<file path="src/common/webp_fetch_defines.svh">
// WebP fetch stage constants
// Bus widths, burst lengths and the macroblock byte stride
`ifndef WEBP_FETCH_DEFINES_SVH
`define WEBP_FETCH_DEFINES_SVH

// AXI4 read port
`define WF_ADDR_WIDTH     64
`define WF_DATA_WIDTH     256
`define WF_ID_WIDTH       2
`define WF_USER_WIDTH     8
`define WF_CTX_WIDTH      32

// Frame size and encoder parameter fields
`define WF_DIM_WIDTH      32
`define WF_SCALAR_WIDTH   32
`define WF_COEF_WIDTH     128

// Burst shapes
`define WF_DQM_BEATS      6
`define WF_DQM_IDX_WIDTH  3
`define WF_MB_BEATS       3
`define WF_BEAT_BYTES     (`WF_DATA_WIDTH / 8)
`define WF_MB_BYTES       (`WF_MB_BEATS * `WF_BEAT_BYTES)

`endif

</file>
<file path="src/rtl/mb_addr_gen.sv">
// Macroblock address generator
// Walks the frame in raster order and tracks the source address of each macroblock
`timescale 1ns/100ps
`include "webp_fetch_defines.svh"

module mb_addr_gen (
    input  logic                       clk,
    input  logic                       rst_n,
    input  logic                       mb_start,
    input  logic                       mb_step,
    input  logic [`WF_ADDR_WIDTH-1:0]  source_address,
    input  logic [`WF_DIM_WIDTH-1:0]   mb_w,
    input  logic [`WF_DIM_WIDTH-1:0]   mb_h,
    output logic [`WF_ADDR_WIDTH-1:0]  mb_addr,
    output logic                       mb_last
);

    logic [`WF_DIM_WIDTH-1:0] col;
    logic [`WF_DIM_WIDTH-1:0] row;
    logic                     row_end;

    assign row_end = (col == mb_w - 1'b1);
    // Points at the final macroblock of the frame
    assign mb_last = row_end && (row == mb_h - 1'b1);

    always_ff @(posedge clk or negedge rst_n) begin
        if (!rst_n) begin
            col     <= '0;
            row     <= '0;
            mb_addr <= '0;
        end else if (mb_start) begin
            col     <= '0;
            row     <= '0;
            mb_addr <= source_address;
        end else if (mb_step) begin
            if (row_end) begin
                col <= '0;
                row <= row + 1'b1;
            end else begin
                col <= col + 1'b1;
            end
            // Macroblocks sit back to back in memory
            mb_addr <= mb_addr + `WF_ADDR_WIDTH'(`WF_MB_BYTES);
        end
    end

endmodule

</file>
<file path="config.mk">
export PLATFORM = sky130hd
export DESIGN_NAME = mb_addr_gen
export DESIGN_NICKNAME = d
export VERILOG_FILES = /design/src/rtl/mb_addr_gen.sv
export VERILOG_INCLUDE_DIRS = /design/src /design/src/common
export SDC_FILE = /design/constraint.sdc
export NUM_CORES = 1
export LEC_CHECK = 0
export ABC_CLOCK_PERIOD_IN_PS = 14000
export BUFFER_PORTS_ARGS = -buffer_cell sky130_fd_sc_hd__buf_2
export CELL_PAD_IN_SITES_DETAIL_PLACEMENT = 1
export CELL_PAD_IN_SITES_GLOBAL_PLACEMENT = 1
export CORE_MARGIN = 10
export CORE_UTILIZATION = 42
export DETAILED_ROUTE_END_ITERATION = 12
export PLACE_DENSITY_LB_ADDON = 0.1
export SYNTH_ARGS = -nofsm -noshare
export SYNTH_HDL_FRONTEND = slang
export SYNTH_SLANG_ARGS = --single-unit
</file>
<file path="constraint.sdc">
create_clock -name clk -period 14 [get_ports clk]
set_clock_uncertainty 0.15 [all_clocks]
set_input_delay 2.8 -clock clk [delete_from_list [all_inputs] [get_ports clk]]
set_output_delay 2.8 -clock clk [all_outputs]
set_load 0.03 [all_outputs]
</file>
==> flow_metrics.py <==
metrics = {
    "finish": {
        "final_cell_mix": "buf_2, dfrtp_1, nand2_1",
        "fin_cells": 1590,
        "layout_commonest_cell": "buf_2",
        "drive_gt1_share_pct": 21.39,
        "area_growth_pct": 19.80,
        "nNetsFinal": 1433,
        "finalInstanceArea_mm2": 0.01107,
        "final_core_util_pct": 50.86,
    },
    "pwr": {
        "clkPwrFrac_pct": 44.8,
        "p_int_w": 0.0007353,
        "power.density_mw_per_mm2": 96.09,
        "switching_share_pct": 30.85,
        "switching_power_w": 0.0003280,
        "pwr-share-seq_pct": 38.6,
        "pwr-share-comb_pct": 16.6,
        "p_leak_nw": 4.647,
        "ir_drop_uv": 71.38,
    },
    "routing": {
        "route.vias.total": 8974,
        "ant_nets": 0,
        "dr.pass1.iters": 4,
        "route.met2.wl_um": 14520,
        "drt_iter0_drc": 484,
        "drc": 0,
        "wire_per_inst_um": 19.25,
        "viasPerCell": 5.644,
        "dr_wl_met3_um": 1999,
        "top_layer": "met5",
        "drt-total-wl_um": 30610,
        "wl_met1_um": 13710,
    },
    "yosys": {
        "synthSimpleGateAreaFrac_pct": 31.45,
        "syn-num-nets": 1255,
        "yosysTopAreaCell": "dfrtp_1",
        "netlist_area_mm2": 0.009236,
        "synthArstFlopShare_pct": 100.0,
        "synth_cells": 1118,
        "synth-edff-count": 0,
        "synth-compound-area-share_pct": 10.67,
        "synth_cell_types": 66,
        "synth_mux_area_share_pct": 3.942,
        "ys.flop_type": "dfrtp_1",
        "synth_top_family_by_area": "simple AND/OR/NAND/NOR gates",
        "yosys_warnings": 0,
        "synth-seq-cells": 128,
        "ys_top_cells_by_area": "dfrtp_1, xor2_1, xnor2_1",
        "synth_xor_area_share_pct": 15.08,
        "netlist.area_leader.share_pct": 34.68,
        "avgSynthCellArea_um2": 8.262,
        "synth_fa_ha_area_share_pct": 0.6773,
        "synth_seq_area_share_pct": 34.68,
    },
    "clock_tree": {
        "post_cts_resized": 0,
        "cts_buffer_depth": 2,
        "post_cts_buffers": 0,
        "clkLatencyLatePin_ns": 0.43,
        "cts_buffers": 17,
        "cts.sinks": 128,
        "h-tree-depth": 4,
        "root_buffer": "clkbuf_16",
        "cts_tree": "done",
        "post_cts_hold_buffer_count": 0,
        "clk_pin_slew_ns": 0.07,
    },
    "grt": {
        "grt_start_max_net_pins": 97,
        "grt_pass1_wl_um": 50800,
        "grt_antenna_before_repair": 4,
        "overflow": 0,
        "grtUsageTotal_pct": 21.55,
        "grt_pass1_vias": 9773,
    },
    "die": {
        "coreArea_mm2": 0.02176,
        "num_rows": 54,
        "die_y_um": 168.3,
        "die_area_mm2": 0.02832,
        "chipWidth_um": 168.3,
        "io_pins": 197,
        "initial_utilization_pct": 42.45,
    },
    "sta": {
        "report.final.hold_viol_count": 0,
        "slew_viol_final": 0,
        "slew-limit-headroom_pct": 14.66,
        "finalSetupViolCount": 0,
        "max_freq_mhz": 104.4,
        "fin_setup_tns_ns": 0,
        "tightest_slew_ns": 1.268,
        "rsz0062_at_grt": "no",
        "hold_slack_ns": 0.3537,
        "finalCritPeriodShare_pct": 68.42,
        "timing.final.crit_period_ns": 9.579,
    },
    "placed_design": {
        "hpwlAfterDp_um": 23280,
        "postPlaceCellArea_mm2": 0.01045,
        "io_buffers": 196,
        "dpl.cell_count": 1557,
        "gp_congestion": 0.9260,
    },
    "worst_setup_path": {
        "timing.rr.start": "col[7]$_DFFE_PN0N_",
        "r2r_end": "col[5]$_DFFE_PN0N_",
        "regToRegSetupSlack_ns": 9.94,
        "worst_setup_path_start_kind": "primary input",
        "worstPathArrival_ns": 6.63,
        "setup.worst_path.end_class": "output pin",
        "crit_fanout": 12,
        "r2r_cells": 8,
        "required_ns": 11.05,
        "critPathKind": "primary input to output pin",
    },
    "flow_run": {
        "cap_violations": 0,
    },
    "worst_hold_path": {
        "min_path_cells": 1,
        "min_to": "mb_addr[2]$_DFFE_PN0P_",
        "hp-start": "mb_addr[2]$_DFFE_PN0P_",
        "min_path_type": "flip-flop to flip-flop",
    },
    "outcome": {
        "outcome": "completed",
    },
}
power by group through the flow:
stage / logic (W) / clock network (W) / registers, W
2_1_floorplan: 0.0000667 / 0 / 0.000448
3_3_place_gp: 0.000175 / 0 / 0.000416
3_5_place_dp: 0.000178 / 0 / 0.000416
4_1_cts: 0.000179 / 0.000486 / 0.000410
5_1_grt: 0.000195 / 0.000505 / 0.000413
6_report: 0.000177 / 0.000476 / 0.000410
flip-flops by register name, summed over array words and instances, names as in the netlist:
name / flops
col: 32
row: 32
mb_addr: 64
routing by layer:
metal | vias up | global-route usage (%)
li1 | 4360 | -
met1 | 4392 | 26.60
met2 | 180 | 35.97
met3 | 36 | 7.008
met4 | 6 | 4.428
met5 | - | 0
area by class of cell:
class                   count  area, um2
clock buffers              17      425.4
repair buffers            206       1065
multi-input cells         912       5710
well taps                 280      350.3
diodes                      1      2.502
fillers                  2698      10690
flip-flops and latches    128       3203
inverters                  31      116.4
clock inverters            15      192.7
how the worst max path moves through the flow:
stage | startpoint | to | slack, ns | depth (start not counted)
6_report | mb_w[0] | mb_last | 4.42 | 12
5_1_grt | mb_w[0] | mb_last | 4.15 | 12
2_1_floorplan | mb_w[0] | mb_last | 4.48 | 11
3_5_place_dp | mb_w[0] | mb_last | 4.40 | 12
3_3_place_gp | mb_w[0] | mb_last | 4.50 | 12
4_1_cts | mb_w[0] | mb_last | 4.41 | 12
metrics by stage:
| step | worst slack, ns | total power (W) |
|---|---|---|
| final | 4.421 | 0.001063 |
| after floorplan | 4.480 | 0.0005150 |
| after detailed placement | 4.402 | 0.0005946 |
| after CTS | 4.412 | 0.001075 |
| after global placement | 4.504 | 0.0005909 |
| after global routing | 4.148 | 0.001114 |
cell families (layout without fill, tap and decap cells):
family / after synthesis / in the layout
other: 0 / 1
AND/OR/NAND/NOR: 550 / 550
buffers and inverters: 78 / 269
XOR/XNOR: 159 / 159
adder cells (fa/ha/maj): 5 / 5
multiplexers: 33 / 33
flip-flops: 128 / 128
AO/OA/AOI/OAI: 165 / 165
cells in the mapped netlist, types with 4 or more instances:
cell type and count:
nor3_1 43, mux2_2 26, nor4b_1 4, o31ai_1 7
nor2b_1 27, mux2i_1 6, nand2_1 121, clkbuf_1 35
nor2_1 97, nand2b_1 17, or3_1 19, xor2_1 80
or4_1 21, buf_2 5, dfrtp_1 128, inv_1 31
xnor2_1 79, a21oi_1 25, and4_1 6, and2_1 4
o21ai_0 89, and3_1 25, nor3b_1 5, nand3b_1 5
nand4_1 35, nor4_1 39, nand4b_1 5, nand3_1 63
ha_1 5, a31o_2 6, a31oi_1 4
worst max-delay path, cell delays in order:
cell and delay (ns):
buf_2 0.13, inv_1 0.06, ha_1 0.24, or4b_2 0.68, or4_4 0.49, or4_1 0.51, a211o_1 0.34, a22oi_1 0.25
and4_1 0.57, nand3_1 0.13, nor4_1 0.18, buf_2 0.24
(Power assumes the default switching activity.)
