**src/common/webp_fetch_defines.svh**
```systemverilog
// WebP fetch stage constants
// Bus widths, burst lengths and the macroblock byte stride
`ifndef WEBP_FETCH_DEFINES_SVH
`define WEBP_FETCH_DEFINES_SVH

// AXI4 read port
`define WF_ADDR_WIDTH     64
`define WF_DATA_WIDTH     256
`define WF_ID_WIDTH       2
`define WF_USER_WIDTH     8
`define WF_CTX_WIDTH      32

// Frame size and encoder parameter fields
`define WF_DIM_WIDTH      32
`define WF_SCALAR_WIDTH   32
`define WF_COEF_WIDTH     128

// Burst shapes
`define WF_DQM_BEATS      6
`define WF_DQM_IDX_WIDTH  3
`define WF_MB_BEATS       3
`define WF_BEAT_BYTES     (`WF_DATA_WIDTH / 8)
`define WF_MB_BYTES       (`WF_MB_BEATS * `WF_BEAT_BYTES)

`endif

```
**src/common/webp_fetch_pkg.sv**
```systemverilog
// WebP fetch stage types
// Read master states and the steering tag of each R beat
package webp_fetch_pkg;

    // Read master sequence
    typedef enum logic [2:0] {
        IDLE,
        DQM_REQ,
        DQM_DATA,
        MB_REQ,
        MB_DATA,
        DONE
    } rd_state_t;

    // Where an accepted R beat goes
    typedef enum logic [1:0] {
        NONE,
        DQM,
        MB
    } beat_kind_t;

endpackage

```
**src/rtl/dqm_unpack.sv**
```systemverilog
// DQM parameter unpacker
// Loads the six DQM beats into the encoder's lambda, quantizer and sharpen registers
`timescale 1ns/100ps
`include "webp_fetch_defines.svh"

module dqm_unpack (
    input  logic                          clk,
    input  logic                          rst_n,
    input  webp_fetch_pkg::beat_kind_t    beat_kind,
    input  logic [`WF_DATA_WIDTH-1:0]     beat_data,
    input  logic                          beat_valid,
    input  logic                          beat_last,
    input  logic [`WF_DQM_IDX_WIDTH-1:0]  dqm_index,
    output logic [`WF_SCALAR_WIDTH-1:0]   lambda_i16,
    output logic [`WF_SCALAR_WIDTH-1:0]   lambda_i4,
    output logic [`WF_SCALAR_WIDTH-1:0]   lambda_uv,
    output logic [`WF_SCALAR_WIDTH-1:0]   tlambda,
    output logic [`WF_SCALAR_WIDTH-1:0]   lambda_mode,
    output logic [`WF_SCALAR_WIDTH-1:0]   min_disto,
    output logic [`WF_SCALAR_WIDTH-1:0]   max_edge,
    output logic [`WF_COEF_WIDTH-1:0]     y1_q,
    output logic [`WF_COEF_WIDTH-1:0]     y1_iq,
    output logic [`WF_COEF_WIDTH-1:0]     y1_sharpen,
    output logic [`WF_COEF_WIDTH-1:0]     y2_q,
    output logic [`WF_COEF_WIDTH-1:0]     y2_iq,
    output logic [`WF_COEF_WIDTH-1:0]     y2_sharpen,
    output logic [`WF_COEF_WIDTH-1:0]     uv_q,
    output logic [`WF_COEF_WIDTH-1:0]     uv_iq,
    output logic [`WF_COEF_WIDTH-1:0]     uv_sharpen,
    output logic                          reload
);

    import webp_fetch_pkg::*;

    localparam int S = `WF_SCALAR_WIDTH;
    localparam int C = `WF_COEF_WIDTH;

    logic dqm_beat;

    assign dqm_beat = beat_valid && (beat_kind == DQM);

    // Encoder picks up the new set one cycle after the final beat
    always_ff @(posedge clk or negedge rst_n) begin
        if (!rst_n) begin
            reload <= 1'b0;
        end else begin
            reload <= dqm_beat && beat_last;
        end
    end

    // Beat 0 holds scalars, beats 1..3 q/iq pairs, beats 4..5 sharpen
    always_ff @(posedge clk) begin
        if (dqm_beat) begin
            case (dqm_index)
                3'd0: begin
                    lambda_i16  <= beat_data[0*S +: S];
                    lambda_i4   <= beat_data[1*S +: S];
                    lambda_uv   <= beat_data[2*S +: S];
                    tlambda     <= beat_data[3*S +: S];
                    lambda_mode <= beat_data[4*S +: S];
                    min_disto   <= beat_data[5*S +: S];
                    max_edge    <= beat_data[6*S +: S];
                end
                3'd1: begin
                    y1_q  <= beat_data[0 +: C];
                    y1_iq <= beat_data[C +: C];
                end
                3'd2: begin
                    y2_q  <= beat_data[0 +: C];
                    y2_iq <= beat_data[C +: C];
                end
                3'd3: begin
                    uv_q  <= beat_data[0 +: C];
                    uv_iq <= beat_data[C +: C];
                end
                3'd4: begin
                    y1_sharpen <= beat_data[0 +: C];
                    y2_sharpen <= beat_data[C +: C];
                end
                // Upper half of beat 5 is spare
                3'd5: uv_sharpen <= beat_data[0 +: C];
                default: ;
            endcase
        end
    end

endmodule

```
**config.mk**
```make
export PLATFORM = sky130hd
export DESIGN_NAME = dqm_unpack
export DESIGN_NICKNAME = d
export VERILOG_FILES = /design/src/common/webp_fetch_pkg.sv /design/src/rtl/dqm_unpack.sv
export VERILOG_INCLUDE_DIRS = /design/src /design/src/common
export SDC_FILE = /design/constraint.sdc
export NUM_CORES = 1
export LEC_CHECK = 0
export BUFFER_PORTS_ARGS = -buffer_cell sky130_fd_sc_hd__clkbuf_2
export CAP_MARGIN = 20
export CORE_AREA = 2 2 637 639
export DETAILED_ROUTE_END_ITERATION = 10
export DIE_AREA = 0 0 639 641
export PLACE_DENSITY_LB_ADDON = 0.1
export SLEW_MARGIN = 0
export SYNTH_ARGS = -nofsm -noshare
export SYNTH_HDL_FRONTEND = slang
export SYNTH_SLANG_ARGS = --single-unit
```
**constraint.sdc**
```tcl
create_clock -name clk -period 0.8 [get_ports clk]
set_clock_uncertainty 0.15 [all_clocks]
set_input_delay 0.08 -clock clk [delete_from_list [all_inputs] [get_ports clk]]
set_output_delay 0.08 -clock clk [all_outputs]
set_load 0.05 [all_outputs]
```
==> results by group, run 1 <==
Global routing
  • First-pass GRT wire length: 287000 um
  • Total gr overflow: 0
  • Number of global-route vias before repair: 26300
  • Initial antenna violation count: 54
  • Largest net degree at the start of global routing: 31
  • Gr usage total: 0.107

Power
  • Worst vdd ir: 0.00148 V
  • Pleak: 29.6 nW
  • NetSw: 0.0408 W
  • Internal power: 0.132 W
  • Pwr/cell area: 2090 nW/um^2
  • Sequential power share: 0.469
  • Sw frac: 0.237
  • Clock power share: 0.472
  • Gate power share: 0.059
  • Pwr Total: 0.172 W

Die
  • I/O pins: 1642
  • Row count: 233
  • Area of the core: 402000 sq um
  • Die Area: 410000 sq um
  • Die Span Y: 641 um
  • Die width: 639 um
  • Initial core utilization: 0.103

STA
  • F_max: 0.555 GHz
  • Slew headroom: 0.707
  • Worst Setup Slack, final: -1000 ps
  • Final Hold Viols: 599
  • Final setup viols: 2902
  • Final period util: 2.25
  • Tmin final: 1800 ps
  • Worst slew pin tran: 440 ps
  • Final hold slack: -259 ps
  • RSZ-0062 raised after global routing: yes
  • Pins over their slew limit: 0
  • TNS Setup: -2213900 ps

Worst setup path
  • Req. time, crit path: 570 ps
  • Crit-path max FO: 1
  • CP Class: reg2out
  • Arrival @ worst endpoint: 1570 ps
  • Worst path slowest cell: edfxtp_1
  • Family with the most delay on the worst path: flip-flops
  • CP Buf/Inv Count: 1
  • Crit-path cells: buf_12
  • Crit-path max cell delay: 510 ps
  • Crit. End Element: output pin
  • Startpoint Class: flip-flop

Cells and area
  • Layout area overhead: 98.8%
  • Non-Filler Instances: 9105
  • Layout Nets: 3931
  • Most frequent cells in the layout: 1376 x edfxtp_1, 566 x clkbuf_8, 522 x buf_12
  • Post-route cell area: 82400 sq um
  • Most common cell after layout, fill and taps aside: edfxtp_1
  • Fraction of layout cells with a size suffix above 1: 0.541

Min path
  • Hold depth: 3
  • HP Start: dqm_index[1]
  • Worst Hold End: y1_sharpen[105]
  • Worst hold path class: in2reg

Placed design
  • Placed insts: 8475
  • Cell Area, Placed: 65200 sq um
  • Routability Congestion: 0.742
  • # port buffers: 1641
  • Post-DP HPWL: 179000 um

Synthesis
  • Yosys warns: 0
  • Synthesized net count: 1653
  • Adder-Cell Fraction of Synth Area: 0
  • Mapped cell area: 41400 sq um
  • Mapped Avg Cell Area: 29.9 sq um
  • Synth Instances: 1388
  • Largest family of logic cells by synthesized area: simple AND/OR/NAND/NOR gates
  • Sequential area share after synthesis: 0.998
  • Post-synthesis compound-gate area fraction: 0
  • Synth Area in Simple Gates: 0.00220
  • Register bit total from synthesis: 1377
  • Post-synth cell types: 10
  • Xor/xnor share of the synthesized area: 0
  • Mux contribution to synthesized area: 0

Detailed routing
  • Drt wl/cell: 25.2 um
  • Drt pass-1 iters: 5
  • DRC: 0
  • Starting DRT DRC Count: 1507
  • Vias: 24900
  • Antenna-violating nets left: 0
  • Routed wire length: 230000 um
  • Vias/cell: 2.73

Clocking
  • H-tree levels: 4
  • CTS tree: yes
  • Total CTS buffers: 183
  • CTS root buffer: clkbuf_16
  • Setup bufs post-CTS: 0
  • CTS Sinks: 1377
  • Hold-fix buffers, CTS: 293
  • Max Root-Sink Buffers: 4
  • CTS clk-pin slew, worst paths: 60 ps

Status
  • Status: complete, but fails checks
  • Violated checks: hold timing, setup timing

Run
  • Number of max-cap violations: 0
==> what timing repair did <==
action | CTS | global route
endpoints found under the hold margin | 2309 | 1391
endpoints found under the setup margin | 2481 | 2902
gates resized for setup | 1814 | 393
pin swaps | 0 | 0
==> worst max path at each step <==
stage                             from         to  slack, ps  cells past startpoint
after global routing          y2_q[73]   y2_q[73]      -1100                      1
final                         y2_q[73]   y2_q[73]      -1000                      1
after global placement    beat_kind[1]  y2_q[118]      -1250                      5
after detailed placement  beat_kind[1]   y2_q[28]      -1240                      5
after CTS                     y2_q[66]   y2_q[66]      -1140                      1
after floorplan           beat_kind[1]   y2_iq[0]      -6660                      2
==> through the flow <==
| step | setup WS (ps) | utilization |
|---|---|---|
| 2_1_floorplan | -6660 | - |
| 3_3_place_gp | -1250 | 0.162 |
| 3_5_place_dp | -1240 | 0.162 |
| 4_1_cts | -1140 | 0.204 |
| 5_1_grt | -1100 | 0.205 |
| 6_report | -1000 | 0.205 |
==> power by group through the flow <==
stage                     clock [W]  sequential [W]  combinational, W
after detailed placement          0          0.0822           0.00847
after floorplan                   0          0.0848          0.000203
after global routing         0.0878          0.0808            0.0106
final                        0.0814          0.0808            0.0101
after CTS                    0.0855          0.0808            0.0104
after global placement            0          0.0822           0.00856
==> per-layer routing <==
layer	routed length, um	share of wire	track usage
met5	27	0.00012	0
met3	19500	0.085	0.0393
met2	124000	0.54	0.199
met4	7810	0.034	0.0346
met1	78800	0.34	0.110
==> Yosys cell counts, drive strengths merged <==
master / number / share of area
nor3: 2 / 0.00024
nor2: 3 / 0.00027
and4b: 1 / 0.00027
nor3b: 1 / 0.00030
edfxtp: 1376 / 1.0
nand4bb: 1 / 0.00066
nand4b: 1 / 0.00021
nand2: 1 / 0.000091
dfrtp: 1 / 0.00060
nand2b: 1 / 0.00015
==> state kept, by name, summed over array words and instances (netlist names), 128 cells and up <==
name and flops:
uv_iq 128, uv_q 128, uv_sharpen 128, y1_iq 128, y1_q 128, y1_sharpen 128
y2_iq 128, y2_q 128, y2_sharpen 128
==> logic make-up (layout without fill, tap and decap cells) <==
group / Yosys count / in the layout
DFF: 1377 / 1377
other: 0 / 9
buffers and inverters: 0 / 2421
and+or+nand+nor: 11 / 11
==> area by class of cell <==
cell class              instances  area, sq um
well taps                    5287         6620
clock buffers                 224         4800
flip-flops and latches       1377        41300
multi-input cells              11          143
fillers                     42200       320000
clock inverters               104          985
diodes                          9         22.5
repair buffers               2093        28500
(Power assumes the default switching activity.)
==> inputs of run 2 (changes only) <==
- RECOVER_POWER: unset -> 100
==> run 2 against run 1 <==
The run still ends with hold timing, setup timing left. Non-clock buffer count stayed put. Fmax is 0.17% higher. Cell count hardly changed. Flip-flop and latch count stayed put. Cell area is 0.66% lower. First-iteration DRC count is 1.1% lower. Combinational power hardly changed. Clock power hardly changed. Core utilization is 0.13 points lower. Critical path depth stayed put. Routed wire length hardly changed. Total power is 0.14% lower.
==> results by group, run 2 (synthesis results as in run 1) <==
Cells and area
  • # fillers: 42300 (was 42200)
  • Fraction of layout cells with a size suffix above 1: 0.486 (was 0.541)
  • Layout area overhead: 97.5% (was 98.8%)
  • Post-route cell area: 81800 sq um (was 82400 sq um)
  • Layout Nets: 3931 (unchanged)
  • Non-Filler Instances: 9106 (was 9105)
  • Most frequent cells in the layout: 1376 x edfxtp_1, 566 x clkbuf_8, 503 x buf_12 (was 1376 x edfxtp_1, 566 x clkbuf_8, 522 x buf_12)
  • Most common cell after layout, fill and taps aside: edfxtp_1 (unchanged)

Die
  • Area of the core: 402000 sq um (unchanged)
  • Die Span Y: 641 um (unchanged)
  • Initial core utilization: 0.103 (unchanged)
  • I/O pins: 1642 (unchanged)
  • Row count: 233 (unchanged)
  • Die Area: 410000 sq um (unchanged)
  • Die width: 639 um (unchanged)

Global routing
  • First-pass GRT wire length: 287000 um (unchanged)
  • Largest net degree at the start of global routing: 31 (unchanged)
  • Number of global-route vias before repair: 26300 (unchanged)
  • Initial antenna violation count: 55 (was 54)
  • Total gr overflow: 0 (unchanged)
  • Gr usage total: 0.107 (unchanged)

Worst setup path
  • Crit-path cells: buf_12 (unchanged)
  • Arrival @ worst endpoint: 1570 ps (about the same)
  • Crit. End Element: output pin (unchanged)
  • CP Class: reg2out (unchanged)
  • CP Buf/Inv Count: 1 (unchanged)
  • Req. time, crit path: 570 ps (about the same)
  • Crit-path max FO: 1 (unchanged)
  • Crit-path max cell delay: 510 ps (about the same)
  • Startpoint Class: flip-flop (unchanged)
  • Family with the most delay on the worst path: flip-flops (unchanged)
  • Worst path slowest cell: edfxtp_1 (unchanged)

Run
  • Number of max-cap violations: 0 (unchanged)

Placed design
  • Routability Congestion: 0.742 (unchanged)
  • Placed insts: 8475 (unchanged)
  • Post-DP HPWL: 179000 um (unchanged)
  • # port buffers: 1641 (unchanged)
  • Pre-CTS setup slack: -1240 ps (unchanged)
  • Cell Area, Placed: 65200 sq um (unchanged)

Clocking
  • CTS root buffer: clkbuf_16 (unchanged)
  • Max Root-Sink Buffers: 4 (unchanged)
  • CTS clk-pin slew, worst paths: 60 ps (about the same)
  • Total CTS buffers: 183 (unchanged)
  • CTS Sinks: 1377 (unchanged)
  • Hold-fix buffers, CTS: 293 (unchanged)
  • H-tree levels: 4 (unchanged)
  • CTS tree: yes (unchanged)
  • Setup bufs post-CTS: 0 (unchanged)

STA
  • F_max: 0.555 GHz (about the same)
  • Worst slew pin tran: 821 ps (was 440 ps)
  • RSZ-0062 raised after global routing: yes (unchanged)
  • Slew headroom: 0.453 (was 0.707)
  • Final period util: 2.25 (about the same)
  • Tmin final: 1800 ps (about the same)
  • Pins over their slew limit: 0 (unchanged)
  • Final hold slack: -259 ps (about the same)
  • Final setup viols: 2907 (was 2902)
  • Final Hold Viols: 188 (was 599)
  • Worst Setup Slack, final: -1000 ps (about the same)

Power
  • Pwr/cell area: 2100 nW/um^2 (was 2090 nW/um^2)
  • Worst vdd ir: 0.00149 V (was 0.00148 V)
  • Pleak: 28.9 nW (was 29.6 nW)

Status
  • Violated checks: hold timing, setup timing (unchanged)
  • Status: complete, but fails checks (unchanged)

Detailed routing
  • Vias: 24900 (about the same)
  • Antenna-violating nets left: 0 (unchanged)
  • Routed wire length: 230000 um (about the same)
  • DRC: 0 (unchanged)
  • Drt wl/cell: 25.2 um (about the same)
  • Drt pass-1 iters: 4 (was 5)
  • Vias/cell: 2.73 (about the same)
  • Starting DRT DRC Count: 1491 (was 1507)

Min path
  • Worst hold path class: in2reg (unchanged)
## run 2: final cells by class
| type | instances | area [sq um] | share of cell area |
|---|---|---|---|
| tap | 5287 | 6620 | 0.0808 |
| clock inverter | 104 | 985 | 0.0120 |
| multi-input combinational | 11 | 141 | 0.00173 |
| timing repair buffer | 2093 | 27900 | 0.341 |
| clock buffer | 224 | 4800 | 0.0586 |
| antenna | 10 | 25.0 | 0.000306 |
| sequential | 1377 | 41300 | 0.505 |
## run 2: per-layer routing
layer | up-vias | wire length [um] | GRT usage
li1 | 10400 | - | -
met1 | 13000 | 78700 | 0.110
met2 | 1233 | 124000 | 0.199
met3 | 300 | 19700 | 0.0393
met4 | 4 | 7690 | 0.0346
met5 | - | 27 | 0
## run 2: metrics by stage
stage,total power (W),utilization,setup TNS [ps]
finish,0.172,0.204,-2205800
detailed placement,0.0907,0.162,-1506290
global placement,0.0908,0.162,-1525040
CTS,0.177,0.204,-2262480
floorplan,0.0850,-,-7334300
global route,0.179,0.204,-2349330
## run 2: report_power, final
| group | internal, W | switching [W] | total, W |
|---|---|---|---|
| sequential | 0.0803 | 0.000513 | 0.0808 |
| combinational | 0.00350 | 0.00628 | 0.00977 |
| clock | 0.0475 | 0.0340 | 0.0815 |
## run 2: final timing paths
kind	start	end	depth (start not counted)	slack [ps]
setup / recovery	y2_q[73]	y2_q[73]	1	-1000
hold / removal	dqm_index[1]	y1_sharpen[105]	3	-260
max in group asynchronous	rst_n	reload	4	-70
min in group asynchronous	rst_n	reload	4	470
## run 2: what timing repair did
action / 4_1_cts / 5_1_grt
gates resized for setup: 1814 / 393
hold endpoints to repair: 2309 / 1391
setup endpoints to repair: 2481 / 2902
pin swaps: 0 / 0
