## src/common/webp_fetch_defines.svh

```systemverilog
// WebP fetch stage constants
// Bus widths, burst lengths and the macroblock byte stride
`ifndef WEBP_FETCH_DEFINES_SVH
`define WEBP_FETCH_DEFINES_SVH

// AXI4 read port
`define WF_ADDR_WIDTH     64
`define WF_DATA_WIDTH     256
`define WF_ID_WIDTH       2
`define WF_USER_WIDTH     8
`define WF_CTX_WIDTH      32

// Frame size and encoder parameter fields
`define WF_DIM_WIDTH      32
`define WF_SCALAR_WIDTH   32
`define WF_COEF_WIDTH     128

// Burst shapes
`define WF_DQM_BEATS      6
`define WF_DQM_IDX_WIDTH  3
`define WF_MB_BEATS       3
`define WF_BEAT_BYTES     (`WF_DATA_WIDTH / 8)
`define WF_MB_BYTES       (`WF_MB_BEATS * `WF_BEAT_BYTES)

`endif

```

## src/common/webp_fetch_pkg.sv

```systemverilog
// WebP fetch stage types
// Read master states and the steering tag of each R beat
package webp_fetch_pkg;

    // Read master sequence
    typedef enum logic [2:0] {
        IDLE,
        DQM_REQ,
        DQM_DATA,
        MB_REQ,
        MB_DATA,
        DONE
    } rd_state_t;

    // Where an accepted R beat goes
    typedef enum logic [1:0] {
        NONE,
        DQM,
        MB
    } beat_kind_t;

endpackage

```

## src/rtl/axi_master_rd.sv

```systemverilog
// AXI4 read master of the WebP fetch stage
// Reads the DQM block, then one burst per macroblock, and steers R beats
`timescale 1ns/100ps
`include "webp_fetch_defines.svh"

module axi_master_rd (
    input  logic                          clk,
    input  logic                          rst_n,
    input  logic [`WF_CTX_WIDTH-1:0]      snap_context,
    input  logic                          start_pulse,
    input  logic [`WF_ADDR_WIDTH-1:0]     dqm_address,
    input  logic                          y0_fifo_full,
    input  logic                          y1_fifo_full,
    input  logic                          uv_fifo_full,
    input  logic [`WF_ADDR_WIDTH-1:0]     mb_addr,
    input  logic                          mb_last,
    // AR channel
    output logic [`WF_ID_WIDTH-1:0]       arid,
    output logic [`WF_ADDR_WIDTH-1:0]     araddr,
    output logic [7:0]                    arlen,
    output logic [2:0]                    arsize,
    output logic [1:0]                    arburst,
    output logic [`WF_USER_WIDTH-1:0]     aruser,
    output logic [3:0]                    arcache,
    output logic [1:0]                    arlock,
    output logic [2:0]                    arprot,
    output logic [3:0]                    arqos,
    output logic [3:0]                    arregion,
    output logic                          arvalid,
    input  logic                          arready,
    // R channel
    input  logic [`WF_ID_WIDTH-1:0]       rid,
    input  logic [`WF_DATA_WIDTH-1:0]     rdata,
    input  logic [1:0]                    rresp,
    input  logic                          rlast,
    input  logic                          rvalid,
    output logic                          rready,
    // Toward the address generator and the beat consumers
    output logic                          mb_start,
    output logic                          mb_step,
    output webp_fetch_pkg::beat_kind_t    beat_kind,
    output logic [`WF_DATA_WIDTH-1:0]     beat_data,
    output logic                          beat_valid,
    output logic                          beat_last,
    output logic [`WF_DQM_IDX_WIDTH-1:0]  dqm_index,
    output logic                          done_pulse,
    output logic                          rd_error
);

    import webp_fetch_pkg::*;

    localparam int unsigned BEAT_SIZE = $clog2(`WF_DATA_WIDTH / 8);

    rd_state_t               state;
    rd_state_t               state_nxt;
    logic                    start_in;
    logic                    any_full;
    logic                    ar_hs;
    logic                    ar_load;
    logic [`WF_ID_WIDTH-1:0] issued_id;

    // ------------------------------------------------------------------------
    // Fixed AR attributes
    // ------------------------------------------------------------------------
    assign arsize   = 3'(BEAT_SIZE);
    assign arburst  = 2'd1;   // INCR
    assign arcache  = 4'd3;   // normal non-cacheable, bufferable
    assign arlock   = 2'd0;
    assign arprot   = 3'd0;
    assign arqos    = 4'd0;
    assign arregion = 4'd0;
    assign aruser   = snap_context[`WF_USER_WIDTH-1:0];

    assign start_in = (state == IDLE) && start_pulse;
    assign any_full = y0_fifo_full || y1_fifo_full || uv_fifo_full;
    assign ar_hs    = arvalid && arready;
    // Macroblock requests only start with room in all three FIFOs
    assign ar_load  = !arvalid &&
                      ((state == DQM_REQ) || ((state == MB_REQ) && !any_full));

    // R channel is never stalled inside a data state
    assign rready     = (state == DQM_DATA) || (state == MB_DATA);
    assign beat_valid = rvalid && rready;
    assign beat_data  = rdata;
    assign beat_last  = rlast;

    assign mb_start   = start_in;
    assign mb_step    = beat_valid && rlast && (state == MB_DATA);
    assign done_pulse = (state == DONE);

    always_comb begin
        case (state)
            DQM_DATA: beat_kind = DQM;
            MB_DATA:  beat_kind = MB;
            default:  beat_kind = NONE;
        endcase
    end

    // ------------------------------------------------------------------------
    // Sequencing FSM
    // ------------------------------------------------------------------------
    always_comb begin
        state_nxt = state;
        case (state)
            IDLE:     if (start_pulse) state_nxt = DQM_REQ;
            DQM_REQ:  if (ar_hs) state_nxt = DQM_DATA;
            DQM_DATA: if (beat_valid && rlast) state_nxt = MB_REQ;
            MB_REQ:   if (ar_hs) state_nxt = MB_DATA;
            MB_DATA: begin
                if (mb_step) begin
                    state_nxt = mb_last ? DONE : MB_REQ;
                end
            end
            default:  state_nxt = IDLE;
        endcase
    end

    always_ff @(posedge clk or negedge rst_n) begin
        if (!rst_n) begin
            state     <= IDLE;
            arvalid   <= 1'b0;
            arid      <= '0;
            issued_id <= '0;
            rd_error  <= 1'b0;
            dqm_index <= '0;
        end else begin
            state <= state_nxt;

            if (ar_hs) begin
                arvalid <= 1'b0;
            end else if (ar_load) begin
                arvalid <= 1'b1;
            end

            // Burst ID restarts with every frame
            if (start_in) begin
                arid <= '0;
            end else if (ar_hs) begin
                arid      <= arid + 1'b1;
                issued_id <= arid;
            end

            // Bad beats are still consumed and only flagged
            if (start_in) begin
                rd_error <= 1'b0;
            end else if (beat_valid && ((rresp != 2'b00) || (rid != issued_id))) begin
                rd_error <= 1'b1;
            end

            if (state != DQM_DATA) begin
                dqm_index <= '0;
            end else if (beat_valid) begin
                dqm_index <= dqm_index + 1'b1;
            end
        end
    end

    // Address and length of the next request
    always_ff @(posedge clk) begin
        if (ar_load) begin
            if (state == DQM_REQ) begin
                araddr <= dqm_address;
                arlen  <= 8'(`WF_DQM_BEATS - 1);
            end else begin
                araddr <= mb_addr;
                arlen  <= 8'(`WF_MB_BEATS - 1);
            end
        end
    end

endmodule

```

## config.mk

```make
export PLATFORM = sky130hd
export DESIGN_NAME = axi_master_rd
export DESIGN_NICKNAME = d
export VERILOG_FILES = /design/src/common/webp_fetch_pkg.sv /design/src/rtl/axi_master_rd.sv
export VERILOG_INCLUDE_DIRS = /design/src /design/src/common
export SDC_FILE = /design/constraint.sdc
export NUM_CORES = 1
export LEC_CHECK = 0
export ABC_CLOCK_PERIOD_IN_PS = 8270
export BUFFER_PORTS_ARGS = -buffer_cell sky130_fd_sc_hd__buf_2
export CELL_PAD_IN_SITES_DETAIL_PLACEMENT = 0
export CELL_PAD_IN_SITES_GLOBAL_PLACEMENT = 1
export CORE_AREA = 2 2 317 319
export CTS_CLUSTER_SIZE = 28
export DETAILED_ROUTE_END_ITERATION = 12
export DIE_AREA = 0 0 319 321
export PLACE_DENSITY = 0.38
export SYNTH_ARGS = -nofsm -noshare
export SYNTH_HDL_FRONTEND = slang
export SYNTH_SLANG_ARGS = --single-unit
```

## constraint.sdc

```tcl
create_clock -name clk -period 8.27 [get_ports clk]
set_clock_uncertainty 0.1 [all_clocks]
set_input_delay 1.2405 -clock clk [delete_from_list [all_inputs] [get_ports clk]]
set_output_delay 1.2405 -clock clk [all_outputs]
set_load 0.05 [all_outputs]
```

==> summary.md, run 1 <==
| Metric | Value |
|---|---|
| P_leak | around 2.3 nW |
| Hold buffer count at CTS | 0 |
| IO Port Bufs | 223 |
| Final Max Slew Viols | 0 |
| Clock sinks | 78 |
| Tmin final | roughly 3.6 ns |
| First-pass GRT wire length | around 34,000 um |
| XOR/XNOR share of the synthesized area | 0.0108 |
| HPWL after detailed placement | about 24,000 um |
| Worst-Skew Late Latency | 0.35 ns |
| Unrepaired setup endpoints after global routing | false |
| Post-Synth Simple-Gate Area | 0.0305 |
| CTS tree | yes |
| DR vias | about 3,300 |
| Total negative slack | 0 ns |
| Synth Area in Compound Gates | 0.0141 |
| Syn. warnings | 0 |
| Hold Crit Depth | 1 |
| Die area | about 100,000 um2 |
| Post-synthesis mux area share | 0.133 |
| Row cnt | 116 |
| Maximum vdd drop | 0.107 mV |
| Slew HR | 0.400 |
| PD cells | approximately 340 nW/um2 |
| Final Worst Setup Slack | between 4 and 5 ns |
| Slew at the pin closest to its max-slew limit | roughly 0.9 ns |
| Area Overhead vs Synth | 14.9% |
| Pre-antenna DRT Iters | 4 |
| Post-synth cell types | 35 |
| Top fanout value on the critical path | 7 |
| Critical Path RT | between 6 and 7 ns |
| Setup violations, final | 0 |
| Synth Instances | about 510 |
| Total Routed Length | roughly 28,000 um |
| GRT Total Usage | 0.0504 |
| Fin nets | roughly 900 |
| Initial antenna violation count | 1 |
| Area of the mapped netlist | roughly 5700 um2 |
| Initial Util | 0.0571 |
| Cts bufs inserted | 9 |
| CTS resizes | 0 |
| Worst setup SP type | input port |
| Hold slack | about 0.43 ns |
| Area share of fa/ha/maj cells after synthesis | 0.00221 |
| MaxCap Viol Count | 0 |
| H-tree depth | 3 |
| Clk root buf | clkbuf_16 |
| Io pins | between 800 and 900 |
| Avg WL per Cell | between 15 and 20 um |
| Die H | approximately 320 um |
| Share of cells above drive strength 1 | 0.652 |
| CP endpoint kind | primary output |
| Sequential-to-total area share from yosys stat | 0.403 |
| Worst path arrival time | around 2.3 ns |
| Syn_area_per_cell | between 10 and 15 um2 |
| Largest family of logic cells by synthesized area | buffers and inverters |
| Post-route DRC | 0 |
| Vias per Instance | 1.86 |
| F_max | around 280 MHz |
| Final antenna-violating net count | 0 |
| Tcrit/Tclk final | 0.434 |
| Outcome | finished, final reports clean |
| Largest net degree at the start of global routing | 65 |
| Total gr overflow | 0 |
| Iter 0 DRT Violations | 150 |
| Longest Clk Path Bufs | 2 |
| Pre-CTS setup slack | roughly 4.7 ns |
| Core area | 99,300 um2 |
| #FFs+latches synth | 78 |
| Buffers inserted by post-CTS timing repair | 0 |
| Vias in the first global route | 3,348 |
| Die width | approximately 320 um |
| R2R depth | 4 |
| Antenna cells | 0 |
| Worst-path clk slew | ~0.060 ns |
| Routability Congestion | approximately 0.73 |
| Hold crit path type | reg -> reg |
| Critical path class | in -> out |
| Final Hold Viols | 0 |
## cells in the final DEF (no fill, tap or decap), types with 2 or more instances in the layout
master | netlist | final
clkbuf_16 | 0 | 9
mux2_2 | 64 | 64
nand3_1 | 2 | 2
edfxtp_1 | 66 | 66
clkinvlp_4 | 0 | 3
nor2b_1 | 2 | 2
buf_2 | 3 | 223
inv_1 | 5 | 5
buf_4 | 298 | 2
nand2_1 | 9 | 9
and3_1 | 2 | 2
o21ai_0 | 4 | 4
xnor2_1 | 4 | 4
nand2b_1 | 2 | 2
dfrtp_1 | 12 | 12
xor2_1 | 3 | 3
conb_1 | 2 | 27
mux2_1 | 2 | 2
nor2_1 | 8 | 8
## kinds of logic after synthesis
group | count (synthesis)
AOI/OAI and AO/OA | 12
xor gates and xnor gates | 7
adders and majority gates | 1
buffers and inverters | 309
DFF | 78
muxes | 67
other | 2
and+or+nand+nor | 32
## cell usage after synthesis, drive strengths merged
master / n / share of area
buf: 303 / 0.40
edfxtp: 66 / 0.35
mux2: 66 / 0.13
dfrtp: 12 / 0.053
nand2: 9 / 0.0060
nor2: 9 / 0.0064
inv: 5 / 0.0033
o21ai: 4 / 0.0035
xnor2: 4 / 0.0062
xor2: 3 / 0.0046
and3: 2 / 0.0022
conb: 2 / 0.0013
nand2b: 2 / 0.0022
nand3: 2 / 0.0018
nor2b: 2 / 0.0022
nor3: 2 / 0.0018
a211oi: 1 / 0.0013
a21o: 1 / 0.0013
a21oi: 1 / 0.00088
a311oi: 1 / 0.0015
a31oi: 1 / 0.0011
clkbuf: 1 / 0.00066
ha: 1 / 0.0022
mux2i: 1 / 0.0018
nand3b: 1 / 0.0013
nor3b: 1 / 0.0013
nor4b: 1 / 0.0042
o211ai: 1 / 0.0013
o31a: 1 / 0.0015
o32ai: 1 / 0.0015
or3: 1 / 0.0011
## report_power, final
group	switching (mW)	internal [mW]
clock network	0.171	0.202
registers	0.0759	0.646
logic	0.832	0.300
total	1.08	1.15
## stage by stage
| step | util | cells | cell area (um2) | power [mW] |
|---|---|---|---|---|
| after CTS | 0.0656 | 1767 | 6510 | 2.29 |
| after detailed placement | 0.0629 | 1752 | 6250 | 1.89 |
| final | 0.0656 | 1767 | 6510 | 2.23 |
| after global routing | 0.0656 | 1767 | 6510 | 2.35 |
| after floorplan | - | 533 | 5760 | 1.97 |
| after global placement | 0.0629 | 1752 | 6250 | 1.89 |
## sequential cells by signal, summed over array words and instances, names as in the netlist
register and cells:
state 3, arlen 2, arvalid 1, rd_error 1, dqm_index 3, issued_id 2, araddr 64, arid 2
## layout make-up
type	count	area (um2)
sequential	78	2280
multi-input combinational	146	1190
tap	1298	1620
fill	11675	92800
clock buffer	10	229
inverter	5	18.8
timing repair buffer	225	1130
clock inverter	5	36.3
## routing by layer
metal | global-route usage | part of all wire | vias to the layer above
met5 | 0.0123 | 0.0064 | -
met1 | 0.0340 | 0.24 | 1376
met2 | 0.0822 | 0.47 | 525
met3 | 0.0570 | 0.25 | 101
li1 | - | - | 1276
met4 | 0.0240 | 0.040 | 4
## path summary, 6_finish.rpt
check	from	to	slack, ns
setup / recovery	rvalid	mb_step	4.68
hold / removal	issued_id[1]	issued_id[1]	0.43
setup reg to reg	state[2]	araddr[13]	5.77
hold reg to reg	issued_id[1]	issued_id[1]	0.43
max in group asynchronous	rst_n	issued_id[1]	7.15
min in group asynchronous	rst_n	issued_id[0]	0.68
## worst max-delay path, cell delays in order
cell	delay [ns]
buf_2	0.17
nor3b_1	0.37
and3_1	0.21
buf_2	0.26
(Power assumes the default switching activity.)
==> inputs of run 2 (changes only) <==
--- a/config.mk
+++ b/config.mk
@@ -6,15 +6,15 @@
 export SDC_FILE = /design/constraint.sdc
 export NUM_CORES = 1
 export LEC_CHECK = 0
-export ABC_CLOCK_PERIOD_IN_PS = 8270
+export ABC_CLOCK_PERIOD_IN_PS = 3300
 export BUFFER_PORTS_ARGS = -buffer_cell sky130_fd_sc_hd__buf_2
 export CELL_PAD_IN_SITES_DETAIL_PLACEMENT = 0
 export CELL_PAD_IN_SITES_GLOBAL_PLACEMENT = 1
-export CORE_AREA = 2 2 317 319
+export CORE_AREA = 2 2 315 317
 export CTS_CLUSTER_SIZE = 28
 export DETAILED_ROUTE_END_ITERATION = 12
-export DIE_AREA = 0 0 319 321
-export PLACE_DENSITY = 0.38
+export DIE_AREA = 0 0 317 319
+export PLACE_DENSITY = 0.39
 export SYNTH_ARGS = -nofsm -noshare
 export SYNTH_HDL_FRONTEND = slang
 export SYNTH_SLANG_ARGS = --single-unit
==> constraint.sdc (replaced) <==
create_clock -name clk -period 3.3 [get_ports clk]
set_clock_uncertainty 0.1 [all_clocks]
set_input_delay 0.495 -clock clk [delete_from_list [all_inputs] [get_ports clk]]
set_output_delay 0.495 -clock clk [all_outputs]
set_load 0.05 [all_outputs]
==> run 2 against run 1 <==
- clock power rose to 3.1 times the previous value
- sequential power rose by 140%
- global-route usage rose by 0.37 points
- power rose to 2.7 times the previous value
- design area rose by 2.6%
- worst hold slack got worse by 0.16 ns
- non-clock buffer count rose by 11
- clock-buffer cell count did not move
- critical path depth fell by 1
- highest routed layer is now met4
- via count rose by 0.61%
- largest cell class unchanged
- wire length rose by 6.5%
==> summary.md, run 2 (synthesis results as in run 1) <==
| Metric | Value |
|---|---|
| Outcome | finished, final reports clean |
| CP endpoint kind | primary output |
| Maximum vdd drop | 0.281 mV (+160%) |
| Share of cells above drive strength 1 | 0.661 (+0.00867) |
| Most frequent cells in the layout | buf_2, edfxtp_1, mux2_2 |
| First-pass GRT wire length | 35,000 um (+3.5%) |
| Worst-path clk slew | 0.06 ns (about the same) |
| Worst-Skew Late Latency | 0.35 ns (about the same) |
| Longest Clk Path Bufs | 2 (unchanged) |
| Die area | 101,000 um2 (-1.2%) |
| Largest net degree at the start of global routing | 67 (+3.1%) |
| Io pins | 803 (unchanged) |
| Initial antenna violation count | 4 (+3) |
| Buffers inserted by post-CTS timing repair | 0 (unchanged) |
| Iter 0 DRT Violations | 122 (-19%) |
| GRT Total Usage | 0.0541 (+0.00374) |
| Worst path arrival time | 1.76 ns (-0.49 ns) |
| Die H | 319 um (-0.62%) |
| Vias per Instance | 1.87 (+0.50%) |
| Vias in the first global route | 3,328 (-0.60%) |
| CTS tree | yes |
| PD cells | 888 nW/um2 (+160%) |
| Tcrit/Tclk final | 0.715 |
| Total Routed Length | 29,700 um (+6.5%) |
| Area Overhead vs Synth | 18.0% |
| P_leak | 2.40 nW (+4.3%) |
| H-tree depth | 3 (unchanged) |
| F_max | between 400 and 500 MHz |
| Total negative slack | 0 ns (unchanged) |
| Avg WL per Cell | 16.8 um (+6.4%) |
| HPWL after detailed placement | 26,400 um (+9.5%) |
| Die width | 317 um (-0.63%) |
| Slew HR | 0.569 (+0.169) |
| Setup violations, final | 0 (unchanged) |
| MaxCap Viol Count | 0 (unchanged) |
| Routability Congestion | 0.686 (-5.8%) |
| Final Max Slew Viols | 0 (unchanged) |
| Worst setup SP type | register |
| Clock sinks | 78 (unchanged) |
| Largest registers in the final layout | araddr (64), dqm_index (3), state (3) |
| Hold crit path type | in -> reg |
| Max reg flops | 64 (unchanged) |
| Critical path class | reg -> out |
| IO Port Bufs | 223 (unchanged) |
| Total gr overflow | 0 (unchanged) |
| Hold buffer count at CTS | 1 (+1) |
| Fin nets | 907 (+1.2%) |
| Design Area, Final | 6680 um2 (+2.6%) |
| Tmin final | ~2.4 ns |
| Core area | 97,700 um2 (-1.6%) |
| Commonest non-fill, non-tap cell in the layout | buf_2 |
| Cts bufs inserted | 9 (unchanged) |
| Clk root buf | clkbuf_16 |
| Post-route DRC | 0 (unchanged) |
| DR vias | 3,302 (+0.61%) |
| Unrepaired setup endpoints after global routing | false |
| Final antenna-violating net count | 0 (unchanged) |
| R2r setup slk | 1.11 ns (-4.66 ns) |
| Largest Register | araddr |
| Area after DPL | 6340 um2 (+1.5%) |
| CTS resizes | 0 (unchanged) |
| Pre-antenna DRT Iters | 4 (unchanged) |
| Slew at the pin closest to its max-slew limit | 0.645 ns (-0.254 ns) |
| Critical Path RT | 2.70 ns (-4.23 ns) |
| Top fanout value on the critical path | 7 (unchanged) |
| Row cnt | 115 (-0.86%) |
| Final Hold Viols | 0 (unchanged) |
| Initial Util | 0.0580 (+0.000920) |
==> run 2: changes by cell type in the layout (fill, tap and decap cells not counted), sizes merged <==
cell,before,now
buf,225,235
bufinv,0,2
clkinv,1,0
clkinvlp,3,2
diode,0,1
dlygate4sd3,0,1
inv,6,7
==> run 2: worst max-delay path: stages (launching register included) <==
cell	delay (ns)
dfrtp_1	0.43
buf_4	0.21
nor4b_4	0.41
buf_2	0.36
==> run 2: power breakdown <==
part,internal (mW),total [mW],switching [mW]
clock network,0.689,1.14,0.446
registers,1.61,1.73,0.124
logic,0.871,3.07,2.19
total,3.17,5.93,2.76
==> run 2: routing by layer <==
layer	wire length (um)	track usage
met5	0	0.00193
met2	14300	0.0948
met4	1520	0.0316
met3	7990	0.0635
met1	5900	0.0280
==> run 2: worst paths after layout <==
check | startpoint | endpoint | cells past startpoint
worst max register to register | state[1] | araddr[60] | 4
worst min register to register | issued_id[0] | issued_id[0] | 1
max in group asynchronous | rst_n | issued_id[0] | 2
worst max-delay path | state[1] | mb_start | 3
min in group asynchronous | rst_n | arid[1] | 2
worst min-delay path | mb_last | state[1] | 2
==> run 2: layout make-up <==
| cell class | count | area [um2] |
|---|---|---|
| clock buffer | 10 | 239 |
| clock inverter | 6 | 92.6 |
| inverter | 5 | 18.8 |
| tap | 1287 | 1610 |
| sequential | 78 | 2280 |
| fill | 11407 | 91000 |
| timing repair buffer | 236 | 1240 |
| antenna | 1 | 2.50 |
| multi-input combinational | 146 | 1200 |
==> run 2: per-stage QoR <==
step | worst slack (ns) | util | instances | total power, mW | hold WS (ns)
global placement | 1.07 | 0.0649 | 1751 | 4.90 | 0.307
floorplan | 0.148 | - | 533 | 4.92 | 0.0994
finish | 0.941 | 0.0684 | 1769 | 5.93 | 0.271
CTS | 0.833 | 0.0684 | 1768 | 6.10 | 0.246
global route | 0.739 | 0.0684 | 1768 | 6.28 | 0.253
detailed placement | 1.04 | 0.0649 | 1751 | 4.91 | 0.316
